File: src/design/rv_isa_pkg.sv
package rv_isa_pkg;

    localparam int xlen       = 64;
    localparam int ilen       = 32;
    localparam int reg_addr_w = 5;

    // major opcodes
    localparam logic [6:0] op_imm    = 7'b0010011;
    localparam logic [6:0] op_imm_32 = 7'b0011011;
    localparam logic [6:0] op_reg    = 7'b0110011;
    localparam logic [6:0] op_reg_32 = 7'b0111011;
    localparam logic [6:0] op_lui    = 7'b0110111;
    localparam logic [6:0] op_auipc  = 7'b0010111;
    localparam logic [6:0] op_jal    = 7'b1101111;
    localparam logic [6:0] op_jalr   = 7'b1100111;
    localparam logic [6:0] op_branch = 7'b1100011;
    localparam logic [6:0] op_system = 7'b1110011;

    localparam logic [ilen-1:0] inst_ebreak = 32'h0010_0073;

    // branch funct3
    localparam logic [2:0] f3_beq  = 3'b000;
    localparam logic [2:0] f3_bne  = 3'b001;
    localparam logic [2:0] f3_blt  = 3'b100;
    localparam logic [2:0] f3_bge  = 3'b101;
    localparam logic [2:0] f3_bltu = 3'b110;
    localparam logic [2:0] f3_bgeu = 3'b111;

    localparam logic [xlen-1:0] reset_pc = 64'h0;

endpackage

File: src/design/core_ctrl_pkg.sv
package core_ctrl_pkg;

    localparam int alu_op_w  = 4;
    localparam int next_pc_w = 2;

    typedef enum logic [alu_op_w-1:0] {
        add,
        sub,
        sll,
        slt,
        sltu,
        xor_op,
        srl,
        sra,
        or_op,
        and_op,
        // compares return 0 or 1
        eq,
        ne,
        lt,
        ge,
        ltu,
        geu
    } alu_op_t;

    typedef enum logic [1:0] {
        rs1,
        pc,
        zero
    } src1_sel_t;

    typedef enum logic [1:0] {
        rs2,
        imm,
        four
    } src2_sel_t;

    typedef enum logic [next_pc_w-1:0] {
        seq,
        branch,
        jal,
        jalr
    } next_pc_t;

    // immediate formats
    localparam logic [2:0] kind_i = 3'd0;
    localparam logic [2:0] kind_s = 3'd1;
    localparam logic [2:0] kind_b = 3'd2;
    localparam logic [2:0] kind_u = 3'd3;
    localparam logic [2:0] kind_j = 3'd4;

endpackage

File: src/design/rv_control.sv
`timescale 1ns/1ps

module rv_control (
    input  logic [6:0]               opcode,
    input  logic [2:0]               funct3,
    input  logic [6:0]               funct7,
    output core_ctrl_pkg::alu_op_t   alu_op,
    output core_ctrl_pkg::src1_sel_t src1_sel,
    output core_ctrl_pkg::src2_sel_t src2_sel,
    output core_ctrl_pkg::next_pc_t  next_pc,
    output logic                     word_op,
    output logic                     rf_we,
    output logic [2:0]               imm_kind,
    output logic                     illegal
);
    import rv_isa_pkg::*;
    import core_ctrl_pkg::*;

    alu_op_t arith_op;
    alu_op_t cmp_op;
    logic    is_reg;
    logic    is_word;
    logic    bad_funct7;
    logic    bad_word_f3;

    assign is_reg  = (opcode == op_reg) || (opcode == op_reg_32);
    assign is_word = (opcode == op_imm_32) || (opcode == op_reg_32);
    // register forms allow only bit 5 of funct7
    assign bad_funct7 = (funct7 & 7'b1011111) != 7'b0;
    // word forms: add/sub and shifts only
    assign bad_word_f3 = !(funct3 == 3'b000 || funct3 == 3'b001 || funct3 == 3'b101);

    always_comb begin
        case (funct3)
            3'b000:  arith_op = (is_reg && funct7[5]) ? sub : add;
            3'b001:  arith_op = sll;
            3'b010:  arith_op = slt;
            3'b011:  arith_op = sltu;
            3'b100:  arith_op = xor_op;
            3'b101:  arith_op = funct7[5] ? sra : srl;
            3'b110:  arith_op = or_op;
            default: arith_op = and_op;
        endcase
    end

    always_comb begin
        case (funct3)
            f3_beq:  cmp_op = eq;
            f3_bne:  cmp_op = ne;
            f3_blt:  cmp_op = lt;
            f3_bge:  cmp_op = ge;
            f3_bltu: cmp_op = ltu;
            default: cmp_op = geu;
        endcase
    end

    always_comb begin
        alu_op   = add;
        src1_sel = rs1;
        src2_sel = rs2;
        next_pc  = seq;
        word_op  = 1'b0;
        rf_we    = 1'b0;
        imm_kind = kind_i;
        illegal  = 1'b0;
        case (opcode)
            op_imm, op_imm_32: begin
                alu_op   = arith_op;
                src2_sel = imm;
                word_op  = is_word;
                illegal  = is_word && bad_word_f3;
                rf_we    = !(is_word && bad_word_f3);
            end
            op_reg, op_reg_32: begin
                alu_op  = arith_op;
                word_op = is_word;
                illegal = bad_funct7 || (is_word && bad_word_f3);
                rf_we   = !(bad_funct7 || (is_word && bad_word_f3));
            end
            op_lui: begin
                src1_sel = zero;
                src2_sel = imm;
                imm_kind = kind_u;
                rf_we    = 1'b1;
            end
            op_auipc: begin
                src1_sel = pc;
                src2_sel = imm;
                imm_kind = kind_u;
                rf_we    = 1'b1;
            end
            // link value is pc + 4, target formed in fetch
            op_jal: begin
                src1_sel = pc;
                src2_sel = four;
                next_pc  = jal;
                imm_kind = kind_j;
                rf_we    = 1'b1;
            end
            op_jalr: begin
                src1_sel = pc;
                src2_sel = four;
                next_pc  = jalr;
                rf_we    = 1'b1;
            end
            op_branch: begin
                alu_op   = cmp_op;
                next_pc  = branch;
                imm_kind = kind_b;
                illegal  = (funct3[2:1] == 2'b01);
            end
            // only ebreak/ecall style encodings, no csr access
            op_system: illegal = (funct3 != 3'b000);
            default:   illegal = 1'b1;
        endcase
    end

endmodule

File: src/design/rv_regfile.sv
`timescale 1ns/1ps

module rv_regfile (
    input  logic                              clk,
    input  logic                              we,
    input  logic [rv_isa_pkg::reg_addr_w-1:0] waddr,
    input  logic [rv_isa_pkg::xlen-1:0]       wdata,
    input  logic [rv_isa_pkg::reg_addr_w-1:0] raddr1,
    input  logic [rv_isa_pkg::reg_addr_w-1:0] raddr2,
    output logic [rv_isa_pkg::xlen-1:0]       rdata1,
    output logic [rv_isa_pkg::xlen-1:0]       rdata2
);
    import rv_isa_pkg::*;

    logic [xlen-1:0] regs [0:31];

    always_ff @(posedge clk) begin
        // x0 never written
        if (we && (waddr != '0)) begin
            regs[waddr] <= wdata;
        end
    end

    assign rdata1 = (raddr1 == '0) ? '0 : regs[raddr1];
    assign rdata2 = (raddr2 == '0) ? '0 : regs[raddr2];

endmodule

File: src/design/rv_decode.sv
`timescale 1ns/1ps

module rv_decode (
    input  logic                                clk,
    input  logic [rv_isa_pkg::xlen-1:0]         pc,
    input  logic [rv_isa_pkg::ilen-1:0]         inst,
    input  logic [rv_isa_pkg::xlen-1:0]         alu_result,
    input  logic                                rf_we_strobe,
    output logic [core_ctrl_pkg::alu_op_w-1:0]  alu_op,
    output logic                                word_op,
    output logic [core_ctrl_pkg::next_pc_w-1:0] next_pc,
    output logic                                rf_we,
    output logic [rv_isa_pkg::xlen-1:0]         alu_src1,
    output logic [rv_isa_pkg::xlen-1:0]         alu_src2,
    output logic [rv_isa_pkg::xlen-1:0]         rs1_data,
    output logic [rv_isa_pkg::xlen-1:0]         imm,
    output logic                                sys,
    output logic                                illegal
);
    import rv_isa_pkg::*;
    import core_ctrl_pkg::*;

    logic [reg_addr_w-1:0] rd_idx;
    logic [reg_addr_w-1:0] rs1_idx;
    logic [reg_addr_w-1:0] rs2_idx;
    logic [xlen-1:0]       rs2_data;
    logic [xlen-1:0]       i_imm;
    logic [xlen-1:0]       s_imm;
    logic [xlen-1:0]       b_imm;
    logic [xlen-1:0]       u_imm;
    logic [xlen-1:0]       j_imm;
    logic [2:0]            imm_kind;
    src1_sel_t             src1_sel;
    src2_sel_t             src2_sel;

    assign rd_idx  = inst[11:7];
    assign rs1_idx = inst[19:15];
    assign rs2_idx = inst[24:20];

    assign sys = (inst == inst_ebreak);

    rv_control u_control (
        .opcode   (inst[6:0]),
        .funct3   (inst[14:12]),
        .funct7   (inst[31:25]),
        .alu_op   (alu_op),
        .src1_sel (src1_sel),
        .src2_sel (src2_sel),
        .next_pc  (next_pc),
        .word_op  (word_op),
        .rf_we    (rf_we),
        .imm_kind (imm_kind),
        .illegal  (illegal)
    );

    rv_regfile u_regfile (
        .clk    (clk),
        .we     (rf_we_strobe && rf_we),
        .waddr  (rd_idx),
        .wdata  (alu_result),
        .raddr1 (rs1_idx),
        .raddr2 (rs2_idx),
        .rdata1 (rs1_data),
        .rdata2 (rs2_data)
    );

    // sign-extended immediates
    assign i_imm = {{52{inst[31]}}, inst[31:20]};
    assign s_imm = {{52{inst[31]}}, inst[31:25], inst[11:7]};
    assign b_imm = {{51{inst[31]}}, inst[31], inst[7], inst[30:25], inst[11:8], 1'b0};
    assign u_imm = {{32{inst[31]}}, inst[31:12], 12'b0};
    assign j_imm = {{43{inst[31]}}, inst[31], inst[19:12], inst[20], inst[30:21], 1'b0};

    always_comb begin
        case (imm_kind)
            kind_s:  imm = s_imm;
            kind_b:  imm = b_imm;
            kind_u:  imm = u_imm;
            kind_j:  imm = j_imm;
            default: imm = i_imm;
        endcase
    end

    // operand select, zero for lui
    always_comb begin
        case (src1_sel)
            rs1:     alu_src1 = rs1_data;
            zero:    alu_src1 = '0;
            default: alu_src1 = pc;
        endcase
        case (src2_sel)
            rs2:     alu_src2 = rs2_data;
            four:    alu_src2 = xlen'(4);
            default: alu_src2 = imm;
        endcase
    end

endmodule

File: config.mk
export PLATFORM = sky130hd
export DESIGN_NAME = rv_decode
export DESIGN_NICKNAME = d
export VERILOG_FILES = /design/src/design/rv_isa_pkg.sv /design/src/design/core_ctrl_pkg.sv /design/src/design/rv_control.sv /design/src/design/rv_regfile.sv /design/src/design/rv_decode.sv
export SDC_FILE = /design/constraint.sdc
export NUM_CORES = 2
export LEC_CHECK = 0
export BUFFER_PORTS_ARGS = -buffer_cell sky130_fd_sc_hd__buf_2
export CAP_MARGIN = 20
export CORE_MARGIN = 3
export CORE_UTILIZATION = 58
export CTS_BUF_LIST = sky130_fd_sc_hd__clkbuf_16
export DETAILED_ROUTE_END_ITERATION = 6
export HOLD_SLACK_MARGIN = 0.03
export PLACE_DENSITY = 0.76
export SYNTH_ARGS = -nofsm -noshare
export SYNTH_HDL_FRONTEND = slang
export SYNTH_SLANG_ARGS = --single-unit
File: constraint.sdc
create_clock -name clk -period 6.73 [get_ports clk]
set_input_delay 0.673 -clock clk [delete_from_list [all_inputs] [get_ports clk]]
set_output_delay 0.673 -clock clk [all_outputs]
set_load 0.1 [all_outputs]
==> qor.yml <==
worst_hold_path:
  hold_depth: 1
  hp-class: "in -> reg"
sta:
  maxClockFrequency_ghz: 0.178
  post-route-period-util_pct: 83.7
  worst_pin_slew_ns: 1.20
  relSlewSlack_pct: 19.7
  hold_viol: 0
  setup_violations: 0
  fin_tns_setup_ns: 0
  fin_crit_ns: 5.63
  rsz0062_at_grt: "no"
  maxSlewViolCount: 0
cts:
  clockRootBuffer: "clkbuf_16"
  cts_tree: "built"
  cts_buffers: 202
  cts_resized: 0
  cts_max_path_buffers: 3
  cts_htree_levels: 4
  path_clk_slew_ns: 0.06
  postCtsSetupBuffers: 0
  ctsHoldBuffers: 0
  clkSinkCount: 2048
synthesis:
  ys_warn_count: 0
  synth_compound_area_share_pct: 5.26
  synth_fa_ha_area_share_pct: 0
  yosysSeqAreaShare_pct: 63.8
  ys_ff_latch: 2048
  synth_area_um2: 96400
  synth_xor_area_share_pct: 0
  synthCells: 4991
  ys.flop_type: "edfxtp_1"
  synth_edf_count: 2048
  synth_area_per_cell_um2: 19.3
  yosys.area_share.simple_pct: 2.32
  synthMuxAreaShare_pct: 25.9
  synth_cell_types: 81
  synth_top_family_by_area: "multiplexers"
  async_reset_ff_share_pct: 0
drt:
  drt_iter0_markers: 10100
  vias: 59200
  wl_per_cell_um: 39.4
  drc: 0
  wl_um: 305000
  postRouteAntennaNets: 0
  firstDrtPassIters: 6
  vias_per_cell: 7.64
finish:
  regMostFlops: "u_regfile.regs"
  final_util_pct: 65.7
  fillers: 10700
  register_area_um2: 61500
  multi_input_area_um2: 32800
  reg.largest.list: "u_regfile.regs: 2048 flops"
  final_cells: 7750
  syn_to_final_growth_pct: 11.6
  largest_reg_flops: 2048
  nNetsFinal: 5554
  drive_above_1_share_pct: 34.2
global_route:
  grtUsageTotal_pct: 35.9
  grt_pass1_vias: 58500
  grt_pass1_wl_um: 430000
  grt.overflow.total: 0
  antenna_found_initial: 30
  grt_max_degree: 106
critical_path:
  endpoint_kind: "output pin"
  slowest_delay_ns: 1.05
  cp.required_ns: 6.06
  critPathCapture: "alu_src1[56]"
  crit_chain: "buf_4, clkinv_2, nand3_2, o22ai_1, a211o_1, o31ai_1, buf_2"
  path_class: "in -> out"
  cp_max_fo: 48
  slowest_stage: "nand3_2"
  worstSetupStartpoint: "inst[19]"
  worstSetupStartpointType: "input port"
  cp.arrival_ns: 4.96
floorplanning:
  num_io_pins: 428
  row_count: 148
  start_util_pct: 58.8
  die-area_um2: 171000
  core_um2: 164000
  die_height_um: 414
  die_width_um: 414
placement:
  place.port_buffers: 427
  place_congestion: 0.879
  dp.cells: 7362
  dp_hpwl_um: 171000
pwr:
  ir_drop_v: 0.000330
  p_leak_nw: 35.4
  power_density_nw_per_um2: 271
  p_total_mw: 29.2
job:
  maxCapViolCount: 0
outcome:
  run_status: "finished clean"
[synth_stat cells, drive strengths merged (3+ instances only)]
cell type  number  area, um^2
clkbuf        138         611
o21ai          64         320
inv            11        41.3
a221oi         31         303
a211oi         42         335
nand3b          5        37.5
o22ai         101         638
nand2         148         556
and2           26         163
mux2i         356        3560
nor3           14        81.3
o2111ai         5        62.6
a32oi           4        35.0
mux4          923       20900
o211ai         34         255
or4             4        35.0
a211o          33         290
nor2          144         543
a32o           10         100
nor4            7        71.3
or3            21         131
nand2b          4        25.0
o31ai          12        90.1
o2bb2ai        10        87.6
or3b            3        26.3
nand3          54         270
o221ai         79         692
mux2           43         484
or2             7        43.8
a31oi           3        18.8
a21o           18         141
a22oi         138        1040
a21oi          59         295
a22o           34         298
buf           312        1990
nor2b          24         150
edfxtp       2048       61500
[how the worst min path moves through the flow]
stage,from,endpoint,slack [ns]
floorplan,alu_result[0],u_regfile.regs[0][0],0.77
global placement,alu_result[11],u_regfile.regs[2][11],1.15
detailed placement,alu_result[14],u_regfile.regs[10][14],1.17
CTS,alu_result[59],u_regfile.regs[29][59],0.26
global route,alu_result[30],u_regfile.regs[9][30],0.31
finish,alu_result[30],u_regfile.regs[9][30],0.30
[power breakdown]
| group | internal, mW | total [mW] | switching (mW) |
|---|---|---|---|
| Combinational | 1.01 | 3.79 | 2.78 |
| Sequential | 14.1 | 14.1 | 0.0224 |
| Clock | 6.42 | 11.3 | 4.85 |
| Total | 21.5 | 29.2 | 7.66 |
[through the flow]
step	cell area, um^2	hold slack (ns)	setup slack, ns
4_1_cts	108000	0.258	1.25
6_report	108000	0.301	1.10
2_1_floorplan	96600	0.772	0.244
5_1_grt	108000	0.312	1.23
3_5_place_dp	101000	1.17	1.29
3_3_place_gp	101000	1.15	1.36
[cells in the final DEF (no fill, tap or decap), drive strengths merged, types with 21 or more instances in the layout]
cell type / synthesis / final
or3: 21 / 21
a21oi: 59 / 59
bufinv: 0 / 25
inv: 11 / 63
nor2b: 24 / 24
nand3: 54 / 54
clkbuf: 138 / 204
mux4: 923 / 923
and2: 26 / 26
a221oi: 31 / 31
o22ai: 101 / 101
a211o: 33 / 33
o21ai: 64 / 64
conb: 1 / 64
nand2: 148 / 148
a22oi: 138 / 138
mux2: 43 / 43
buf: 312 / 584
a211oi: 42 / 42
nor2: 144 / 144
o221ai: 79 / 79
mux2i: 356 / 356
edfxtp: 2048 / 2048
o211ai: 34 / 34
a22o: 34 / 34
clkinv: 1 / 87
[per-layer routing]
| metal | vias to the layer above | routed length (um) | GRT usage, % |
|---|---|---|---|
| li1 | 22400 | - | - |
| met1 | 30400 | 102000 | 47.8 |
| met2 | 5391 | 140000 | 54.0 |
| met3 | 1031 | 44300 | 10.0 |
| met4 | 16 | 19400 | 20.2 |
| met5 | - | 111 | 0 |
[worst max-delay path: cells and delay by family]
kind / cells / cell delay [ns]
buffers and inverters: 3 / 2.24
AND/OR/NAND/NOR: 1 / 1.05
AO/OA/AOI/OAI: 3 / 0.89
[cell families (layout without fill, tap and decap cells)]
family,Yosys count,in the layout
mux,1322,1322
other cells,1,81
compound gates,685,685
simple gates,472,472
flops,2048,2048
buf+inv,463,967
[area by class of cell]
| cell class | count | area share (%) |
|---|---|---|
| Clock buffer | 203 | 4.72 |
| Timing Repair Buffer | 585 | 3.62 |
| Clock inverter | 167 | 1.38 |
| Inverter | 12 | 0.0500 |
| Sequential cell | 2048 | 57.1 |
| Tap cell | 2175 | 2.53 |
| Antenna cell | 17 | 0.0395 |
| Multi-Input combinational cell | 2543 | 30.5 |
Note: power is estimated with default switching activity, not from simulation.
