File: config.mk
export PLATFORM = sky130hd
export DESIGN_NAME = rv_fetch
export DESIGN_NICKNAME = d
export VERILOG_FILES = /design/src/design/rv_isa_pkg.sv /design/src/design/core_ctrl_pkg.sv /design/src/design/rv_fetch.sv
export SDC_FILE = /design/constraint.sdc
export NUM_CORES = 1
export LEC_CHECK = 0
export BUFFER_PORTS_ARGS = -buffer_cell sky130_fd_sc_hd__buf_2
export CORE_AREA = 5 5 206 208
export DETAILED_ROUTE_END_ITERATION = 16
export DIE_AREA = 0 0 211 213
export GPL_ROUTABILITY_DRIVEN = 0
export PLACE_DENSITY = 0.68
export SYNTH_ARGS = -nofsm -noshare
export SYNTH_HDL_FRONTEND = slang
export SYNTH_SLANG_ARGS = --single-unit
export TNS_END_PERCENT = 1
File: constraint.sdc
create_clock -name clk -period 5.3 [get_ports clk]
set_clock_uncertainty 0.1 [all_clocks]
set_input_delay 1.06 -clock clk [delete_from_list [all_inputs] [get_ports clk]]
set_output_delay 1.06 -clock clk [all_outputs]
set_load 0.05 [all_outputs]
File: src/design/rv_isa_pkg.sv
package rv_isa_pkg;

    localparam int xlen       = 64;
    localparam int ilen       = 32;
    localparam int reg_addr_w = 5;

    // major opcodes
    localparam logic [6:0] op_imm    = 7'b0010011;
    localparam logic [6:0] op_imm_32 = 7'b0011011;
    localparam logic [6:0] op_reg    = 7'b0110011;
    localparam logic [6:0] op_reg_32 = 7'b0111011;
    localparam logic [6:0] op_lui    = 7'b0110111;
    localparam logic [6:0] op_auipc  = 7'b0010111;
    localparam logic [6:0] op_jal    = 7'b1101111;
    localparam logic [6:0] op_jalr   = 7'b1100111;
    localparam logic [6:0] op_branch = 7'b1100011;
    localparam logic [6:0] op_system = 7'b1110011;

    localparam logic [ilen-1:0] inst_ebreak = 32'h0010_0073;

    // branch funct3
    localparam logic [2:0] f3_beq  = 3'b000;
    localparam logic [2:0] f3_bne  = 3'b001;
    localparam logic [2:0] f3_blt  = 3'b100;
    localparam logic [2:0] f3_bge  = 3'b101;
    localparam logic [2:0] f3_bltu = 3'b110;
    localparam logic [2:0] f3_bgeu = 3'b111;

    localparam logic [xlen-1:0] reset_pc = 64'h0;

endpackage

File: src/design/core_ctrl_pkg.sv
package core_ctrl_pkg;

    localparam int alu_op_w  = 4;
    localparam int next_pc_w = 2;

    typedef enum logic [alu_op_w-1:0] {
        add,
        sub,
        sll,
        slt,
        sltu,
        xor_op,
        srl,
        sra,
        or_op,
        and_op,
        // compares return 0 or 1
        eq,
        ne,
        lt,
        ge,
        ltu,
        geu
    } alu_op_t;

    typedef enum logic [1:0] {
        rs1,
        pc,
        zero
    } src1_sel_t;

    typedef enum logic [1:0] {
        rs2,
        imm,
        four
    } src2_sel_t;

    typedef enum logic [next_pc_w-1:0] {
        seq,
        branch,
        jal,
        jalr
    } next_pc_t;

    // immediate formats
    localparam logic [2:0] kind_i = 3'd0;
    localparam logic [2:0] kind_s = 3'd1;
    localparam logic [2:0] kind_b = 3'd2;
    localparam logic [2:0] kind_u = 3'd3;
    localparam logic [2:0] kind_j = 3'd4;

endpackage

File: src/design/rv_fetch.sv
`timescale 1ns/1ps

module rv_fetch (
    input  logic                                clk,
    input  logic                                rst,
    input  logic                                imem_ack,
    input  logic [rv_isa_pkg::ilen-1:0]         imem_rdata,
    input  logic [core_ctrl_pkg::next_pc_w-1:0] next_pc,
    input  logic [rv_isa_pkg::xlen-1:0]         alu_result,
    input  logic [rv_isa_pkg::xlen-1:0]         rs1_data,
    input  logic [rv_isa_pkg::xlen-1:0]         imm,
    input  logic                                sys,
    input  logic                                illegal,
    input  logic                                rf_we,
    output logic                                imem_req,
    output logic [rv_isa_pkg::xlen-1:0]         imem_addr,
    output logic [rv_isa_pkg::xlen-1:0]         pc,
    output logic [rv_isa_pkg::ilen-1:0]         inst,
    output logic                                rf_we_strobe,
    output logic                                retire_valid,
    output logic [rv_isa_pkg::xlen-1:0]         retire_pc,
    output logic [rv_isa_pkg::reg_addr_w-1:0]   retire_rd,
    output logic [rv_isa_pkg::xlen-1:0]         retire_wdata,
    output logic                                retire_we,
    output logic                                halted
);
    import rv_isa_pkg::*;
    import core_ctrl_pkg::*;

    typedef enum logic [1:0] {
        st_issue,
        st_release,
        st_execute,
        st_halt
    } fetch_state_t;

    fetch_state_t    state;
    logic            capture;
    logic [xlen-1:0] seq_pc;
    logic [xlen-1:0] jalr_sum;
    logic [xlen-1:0] pc_next;

    assign capture = (state == st_issue) && imem_req && imem_ack;

    always_ff @(posedge clk) begin
        if (rst) begin
            state    <= st_issue;
            imem_req <= 1'b0;
            pc       <= reset_pc;
        end else begin
            case (state)
                st_issue: begin
                    if (capture) begin
                        imem_req <= 1'b0;
                        state    <= st_release;
                    end else begin
                        imem_req <= 1'b1;
                    end
                end
                // wait for the memory to drop ack
                st_release: begin
                    if (!imem_ack) begin
                        state <= st_execute;
                    end
                end
                st_execute: begin
                    pc <= pc_next;
                    if (sys || illegal) begin
                        state <= st_halt;
                    end else begin
                        state    <= st_issue;
                        imem_req <= 1'b1;
                    end
                end
                default: imem_req <= 1'b0;
            endcase
        end
    end

    always_ff @(posedge clk) begin
        if (capture) begin
            inst <= imem_rdata;
        end
    end

    assign seq_pc   = pc + xlen'(4);
    assign jalr_sum = rs1_data + imm;

    always_comb begin
        case (next_pc)
            branch:  pc_next = alu_result[0] ? pc + imm : seq_pc;
            jal:     pc_next = pc + imm;
            jalr:    pc_next = {jalr_sum[xlen-1:1], 1'b0};
            default: pc_next = seq_pc;
        endcase
    end

    assign imem_addr    = pc;
    assign rf_we_strobe = (state == st_execute);
    assign halted       = (state == st_halt);

    // retire trace
    assign retire_valid = (state == st_execute);
    assign retire_pc    = pc;
    assign retire_rd    = inst[11:7];
    assign retire_wdata = alu_result;
    assign retire_we    = rf_we && (inst[11:7] != '0);

endmodule

==> results.md, run 1 <==
- Avg Cell Area, Syn: between 7 and 8 µm²
- PortBufs: ~400
- Pwr per Cell Area: between 200 and 250 nW/µm²
- Pre-antenna DRT Iters: 6
- Vias in the first global route: ~16k
- Hold endpoint: imem_addr[0]$_SDFFE_PP0P_
- H-tree Lvls: 3
- Die width: about 210 µm
- Crit path buf inv count: 1
- CTS root buffer: clkbuf_16
- Via-per-instance ratio: around 6
- Gate Count Post-Synth: between 2k and 2.5k
- Final worst path period need: approximately 4.6 ns
- Post-cts sizing count: 0
- Crit path capture type: flop
- RSZ-0062 raised after global routing: false
- Fraction of registers with async set/reset: 0
- Row count: between 70 and 80
- LEAKAGE: between 7 and 8 nW
- Crit path required time: ~5.4 ns
- R2r setup slk: 1.06 ns
- Clk slew on worst S/H paths: 0.09 ns
- GR Overflow Total: 0
- CTS max path bufs: 2
- Setup Buffers After CTS: 0
- Kind of critical path: input pin to flop
- Syn Nets: around 2.4k
- Fin crit share: 0.869
- Maximum vdd drop: between 100 and 150 µV
- Core footprint: 40,400 µm²
- Gr usage total: 0.251
- Final Setup Violations: 0
- Top_reg_cell synth: dfxtp_1
- Reg power frac: 0.267
- CP peak stage delay: 0.63 ns
- CTS Buf Count: 9
- Worst r2r path cells: 11
- 1st-iter DRT viols: roughly 1.9k
- CP Cell Sequence: buf_2 > and2_1 > fa_1 > a21o_1 > a311o_1 > a21oi_2 > nand3_1 > a21oi_2 > a211oi_1 > o41ai_2 > nor4_1 > a2111oi_0 > a311oi_1
- Largest net degree at the start of global routing: around 80
- CP arrival: approximately 4.7 ns
- Post-synth EDFFs: 32
- Sw Ratio: 0.506
- Power Internal: 1.78 mW
- Max_cap viols: 0
- Initial antenna violation count: 3
- Count of cell types in the netlist: 80
- Hpwl dp: roughly 48 mm
- CP top delay family: compound AO/OA/AOI/OAI gates
- Least-Margin Pin Slew: 1.18 ns
- RR Startpoint: imem_addr[3]$_SDFFE_PP0P_
- Final WL: ~60 mm
- Sum Neg Setup Slack: 0 ns
- DRC: 0
- Final Power: roughly 3.6 mW
- Final hold viol count: 0
- Status: completed
- HP Class: flop to flop
- Post-placement cell count: roughly 2.7k
- Top Ports: 530
- Antenna-violating nets left: 0
- Hold path startpoint: imem_addr[0]$_SDFFE_PP0P_
- Die Y: 213 µm
- Layout Nets: 2,553
- FMAX: 217 MHz
- WHS Path Cells: 2
- Global-route wire length before repair: 89.3 mm
- Psw: approximately 1.8 mW
- Wire per inst: roughly 22 µm
- Yosys warning count: 0
- Clk pwr share: 0.204
- Die area: 44,900 µm²
- CTS Sinks: 99
- Yosys reg bits: 99
- Mapped cell area: 15,100 µm²
- Final slew viol count: 0
- Max transition margin: 0.208
- Worst Setup Start Kind: input pin
- Post-route non-filler standard cell count: roughly 2.7k
- Register area share after synthesis: 0.153
- Gate power share: 0.529
- Layout cells sized above 1: 0.219
- Max FO, Critical Path: 4
- Area delta synth->final: 7.84%
- Post-cts hold buffer count: 0
- Most used cell, CP: a21oi_2
- TritonCTS clock tree: yes
- R2r endpoint: imem_addr[50]$_SDFFE_PP0P_
- Crit path max-delay cell type: o41ai_2
- Vias: 16.8k
- Clock Latency Late Sink: ~0.40 ns
- Starting Density: 0.373
cell type report:
type	instances	area (µm²)
Inverter	58	218
Fill cell	4234	24100
Antenna cell	2	5.00
Multi-Input combinational cell	1596	10600
Clock inverter	7	78.8
Sequential cell	99	2300
Tap cell	532	666
Timing Repair Buffer	424	2170
Clock buffer	9	225
registers in the layout, summed over array words and instances (netlist names):
signal,flops
imem_addr,64
inst,32
state,2
imem_req,1
power by group through the flow:
stage / Clock (mW) / Sequential (mW) / Combinational [mW]
6_report: 0.735 / 0.962 / 1.91
5_1_grt: 0.780 / 0.974 / 2.03
4_1_cts: 0.755 / 0.962 / 1.88
3_5_place_dp: 0 / 0.980 / 1.87
3_3_place_gp: 0 / 0.974 / 1.86
2_1_floorplan: 0 / 1.19 / 1.34
tightest hold or removal path, delay by kind of cell (launching register included):
family,cells,cell delay (ns)
flops,1,0.35
compound gates,1,0.05
simple gates,1,0.08
metal layers:
metal | vias up | routed length (µm) | global-route usage
met1 | 7803 | 23500 | 0.326
met5 | - | 13 | 0
met2 | 1124 | 27400 | 0.409
met3 | 194 | 6430 | 0.0450
li1 | 7684 | - | -
met4 | 2 | 2800 | 0.112
cell usage after synthesis (11+ instances only):
| master | instances | area share |
|---|---|---|
| or3_1 | 13 | 0.0054 |
| buf_4 | 202 | 0.10 |
| and3_1 | 29 | 0.012 |
| nor3_1 | 62 | 0.021 |
| o221ai_1 | 18 | 0.010 |
| o21a_1 | 13 | 0.0065 |
| nand2b_1 | 11 | 0.0046 |
| and2_1 | 12 | 0.0050 |
| a21o_1 | 78 | 0.039 |
| clkbuf_1 | 105 | 0.026 |
| nand2_1 | 157 | 0.039 |
| buf_2 | 11 | 0.0037 |
| ha_1 | 131 | 0.11 |
| mux2i_1 | 12 | 0.0080 |
| inv_1 | 58 | 0.014 |
| nor4_1 | 13 | 0.0054 |
| nand4_1 | 78 | 0.032 |
| a31oi_1 | 20 | 0.0083 |
| nor2_1 | 175 | 0.044 |
| a211oi_1 | 30 | 0.015 |
| dfxtp_1 | 67 | 0.089 |
| o22ai_1 | 12 | 0.0050 |
| a21oi_1 | 193 | 0.064 |
| edfxtp_1 | 32 | 0.064 |
| o21ai_0 | 115 | 0.038 |
| o31ai_1 | 12 | 0.0060 |
| o211ai_1 | 11 | 0.0055 |
| o21bai_1 | 35 | 0.017 |
| a221oi_1 | 22 | 0.013 |
| nand3_1 | 54 | 0.018 |
| xor2_1 | 55 | 0.032 |
| xnor2_1 | 84 | 0.049 |
worst max-delay path by stage:
| stage | startpoint | end | slack (ns) | cells past startpoint |
|---|---|---|---|---|
| finish | rs1_data[0] | imem_addr[58]$_SDFFE_PP0P_ | 0.70 | 13 |
| CTS | rs1_data[0] | imem_addr[58]$_SDFFE_PP0P_ | 0.76 | 13 |
| global placement | rs1_data[0] | imem_addr[58]$_SDFFE_PP0P_ | 0.40 | 13 |
| detailed placement | rs1_data[0] | imem_addr[58]$_SDFFE_PP0P_ | 0.36 | 13 |
| global route | rs1_data[0] | imem_addr[58]$_SDFFE_PP0P_ | 0.56 | 13 |
| floorplan | rs1_data[0] | imem_addr[58]$_SDFFE_PP0P_ | 1.28 | 12 |
logic make-up after synthesis:
family / synth area share
compound gates: 0.288
xor+xnor: 0.0808
fa+ha+maj: 0.111
buf+inv: 0.146
flops: 0.153
mux: 0.00797
simple gates: 0.213
per-stage QoR:
stage	util	area [µm²]	worst slack, ns	hold slack [ns]
5_1_grt	0.402	16200	0.558	0.479
4_1_cts	0.402	16200	0.763	0.429
6_report	0.402	16200	0.696	0.422
2_1_floorplan	-	15100	1.28	0.380
3_3_place_gp	0.395	15900	0.398	0.399
3_5_place_dp	0.395	15900	0.364	0.419
placed cells by master, fill, tap and decap left out, types with 13 or more instances in the layout:
cell and instances:
dfxtp_1 67, o221ai_1 18, nand4_1 78, inv_1 58
nand2_1 157, buf_4 21, nor2_1 174, xnor2_1 84
xor2_1 55, and3_1 29, nor3_1 62, a221oi_1 22
a21oi_1 193, a31oi_1 20, nand3_1 54, o21a_1 13
o21ai_0 115, a21o_1 77, edfxtp_1 32, buf_2 403
o21bai_1 35, a211oi_1 30, or3_1 13, nor4_1 13
ha_1 130
Power figures use the tool's default switching activity.
==> inputs of run 2 (changes only) <==
--- a/config.mk
+++ b/config.mk
@@ -7,6 +7,7 @@
 export LEC_CHECK = 0
 export BUFFER_PORTS_ARGS = -buffer_cell sky130_fd_sc_hd__buf_2
 export CORE_AREA = 5 5 206 208
+export CTS_BUF_LIST = sky130_fd_sc_hd__clkbuf_8
 export DETAILED_ROUTE_END_ITERATION = 16
 export DIE_AREA = 0 0 211 213
 export GPL_ROUTABILITY_DRIVEN = 0
==> run 2 against run 1 <==
Compared with the run above:
- count of clock-buffer cells in the layout stayed put
- combinational power hardly changed
- design area is 0.62% lower
- global-route usage hardly changed
- critical path depth stayed put
- via count is 0.21% lower
- total power is 4.5% lower
- clock power is 22% lower
- register-to-register slack worse by 0.02 ns
- critical endpoint unchanged
- largest cell class unchanged
==> results.md, run 2 (synthesized netlist as in run 1, its figures left out) <==
- TritonCTS clock tree: yes
- Setup Buffers After CTS: 0
- Pre-antenna DRT Iters: 5
- Worst Setup Start Kind: input pin
- Post-cts sizing count: 0
- Seq. cell area: ~2300 µm²
- Maximum vdd drop: approximately 110 µV
- Wire per inst: 22.1 µm
- Final Setup Violations: 0
- Hold_ws: 0.428 ns
- Layout Nets: about 2.6k
- Crit path capture type: flop
- FMAX: between 200 and 250 MHz
- Die area: about 45,000 µm²
- Fin crit share: 0.857
- Max transition margin: 0.201
- PortBufs: a little over 400
- Layout cells sized above 1: 0.219
- Most frequent cells in the layout: buf_2 (403), a21oi_1 (193), nor2_1 (174)
- LEAKAGE: approximately 7.4 nW
- GR Overflow Total: 0
- Global-route wire length before repair: just under 90 mm
- CP arrival: 4.74 ns
- HP Class: flop to flop
- H-tree Lvls: 3
- Vias: ~17k
- Most common cell after layout, fill and taps aside: buf_2
- CTS root buffer: clkbuf_8
- DRC: 0
- Kind of critical path: input pin to flop
- Starting Density: 0.373
- Largest register FFs: 64
- Gr usage total: 0.251
- Final slew viol count: 0
- Area delta synth->final: 7.17%
- Row count: 74
- Hpwl dp: ~48 mm
- Fillers: 4,245
- Clock Latency Late Sink: between 0.4 and 0.5 ns
- Final worst path period need: approximately 4.5 ns
- Die Y: between 200 and 250 µm
- Antenna-violating nets left: 0
- Core footprint: just over 40,000 µm²
- Status: completed
- Pwr per Cell Area: 213 nW/µm²
- Least-Margin Pin Slew: around 1.2 ns
- Final hold viol count: 0
- Clk slew on worst S/H paths: 0.13 ns
- Max FO, Critical Path: 4
- CTS max path bufs: 2
- RSZ-0062 raised after global routing: false
- Initial antenna violation count: 3
- Final WL: between 60 and 70 mm
- Crit path required time: 5.50 ns
- Die width: 211 µm
- CTS Sinks: 99
- Sum Neg Setup Slack: 0 ns
- Post-cts hold buffer count: 0
- Via-per-instance ratio: slightly above 6
- CTS Buf Count: 9
- Top Ports: 530
- Vias in the first global route: 15.6k
- Layout Utilization: 0.400
- 1st-iter DRT viols: 1,833
- Largest net degree at the start of global routing: a little over 80
- Multi-input gate area: ~11,000 µm²
- Max_cap viols: 0
==> run 2: cell types whose count changed in the layout (fill, tap and decap cells not counted) <==
cell / delta
clkbuf_16: -9
clkbuf_8: +9
==> run 2: final timing paths <==
check	from	to	slack [ns]	cells after the start
hold / removal	imem_addr[0]$_SDFFE_PP0P_	imem_addr[0]$_SDFFE_PP0P_	0.43	2
setup reg to reg	imem_addr[3]$_SDFFE_PP0P_	imem_addr[50]$_SDFFE_PP0P_	1.04	11
setup / recovery	rs1_data[0]	imem_addr[58]$_SDFFE_PP0P_	0.76	13
hold reg to reg	imem_addr[0]$_SDFFE_PP0P_	imem_addr[0]$_SDFFE_PP0P_	0.43	2
==> run 2: stage by stage <==
stage | power, mW | instances | setup WS, ns | instance area (µm²)
finish | 3.45 | 2727 | 0.760 | 16100
floorplan | 2.53 | 2076 | 1.28 | 15100
CTS | 3.43 | 2725 | 0.849 | 16100
global route | 3.62 | 2726 | 0.632 | 16100
global placement | 2.83 | 2709 | 0.398 | 15900
detailed placement | 2.85 | 2709 | 0.364 | 15900
==> run 2: where the power goes <==
| group | switching [mW] | internal (mW) |
|---|---|---|
| clock network | 0.383 | 0.190 |
| registers | 0.0924 | 0.869 |
| logic | 1.34 | 0.572 |
==> run 2: cell type report <==
cell class | instances | area share
multi-input combinational | 1596 | 0.655
sequential | 99 | 0.143
timing repair buffer | 424 | 0.135
tap | 532 | 0.0412
inverter | 58 | 0.0135
clock buffer | 9 | 0.00767
clock inverter | 7 | 0.00488
antenna | 2 | 0.000310
==> run 2: critical path, cell delays in order <==
cell	delay (ns)
buf_2	0.10
and2_1	0.15
fa_1	0.40
a21o_1	0.23
a311o_1	0.37
a21oi_2	0.42
nand3_1	0.17
a21oi_2	0.33
a211oi_1	0.19
o41ai_2	0.63
nor4_1	0.11
a2111oi_0	0.40
a311oi_1	0.15
==> run 2: per-layer routing <==
layer	up-vias	GRT usage	wire, µm
met5	-	0	13
met4	2	0.116	2840
met3	183	0.0486	6570
met2	1107	0.407	27300
met1	7799	0.323	23600
li1	7680	-	-
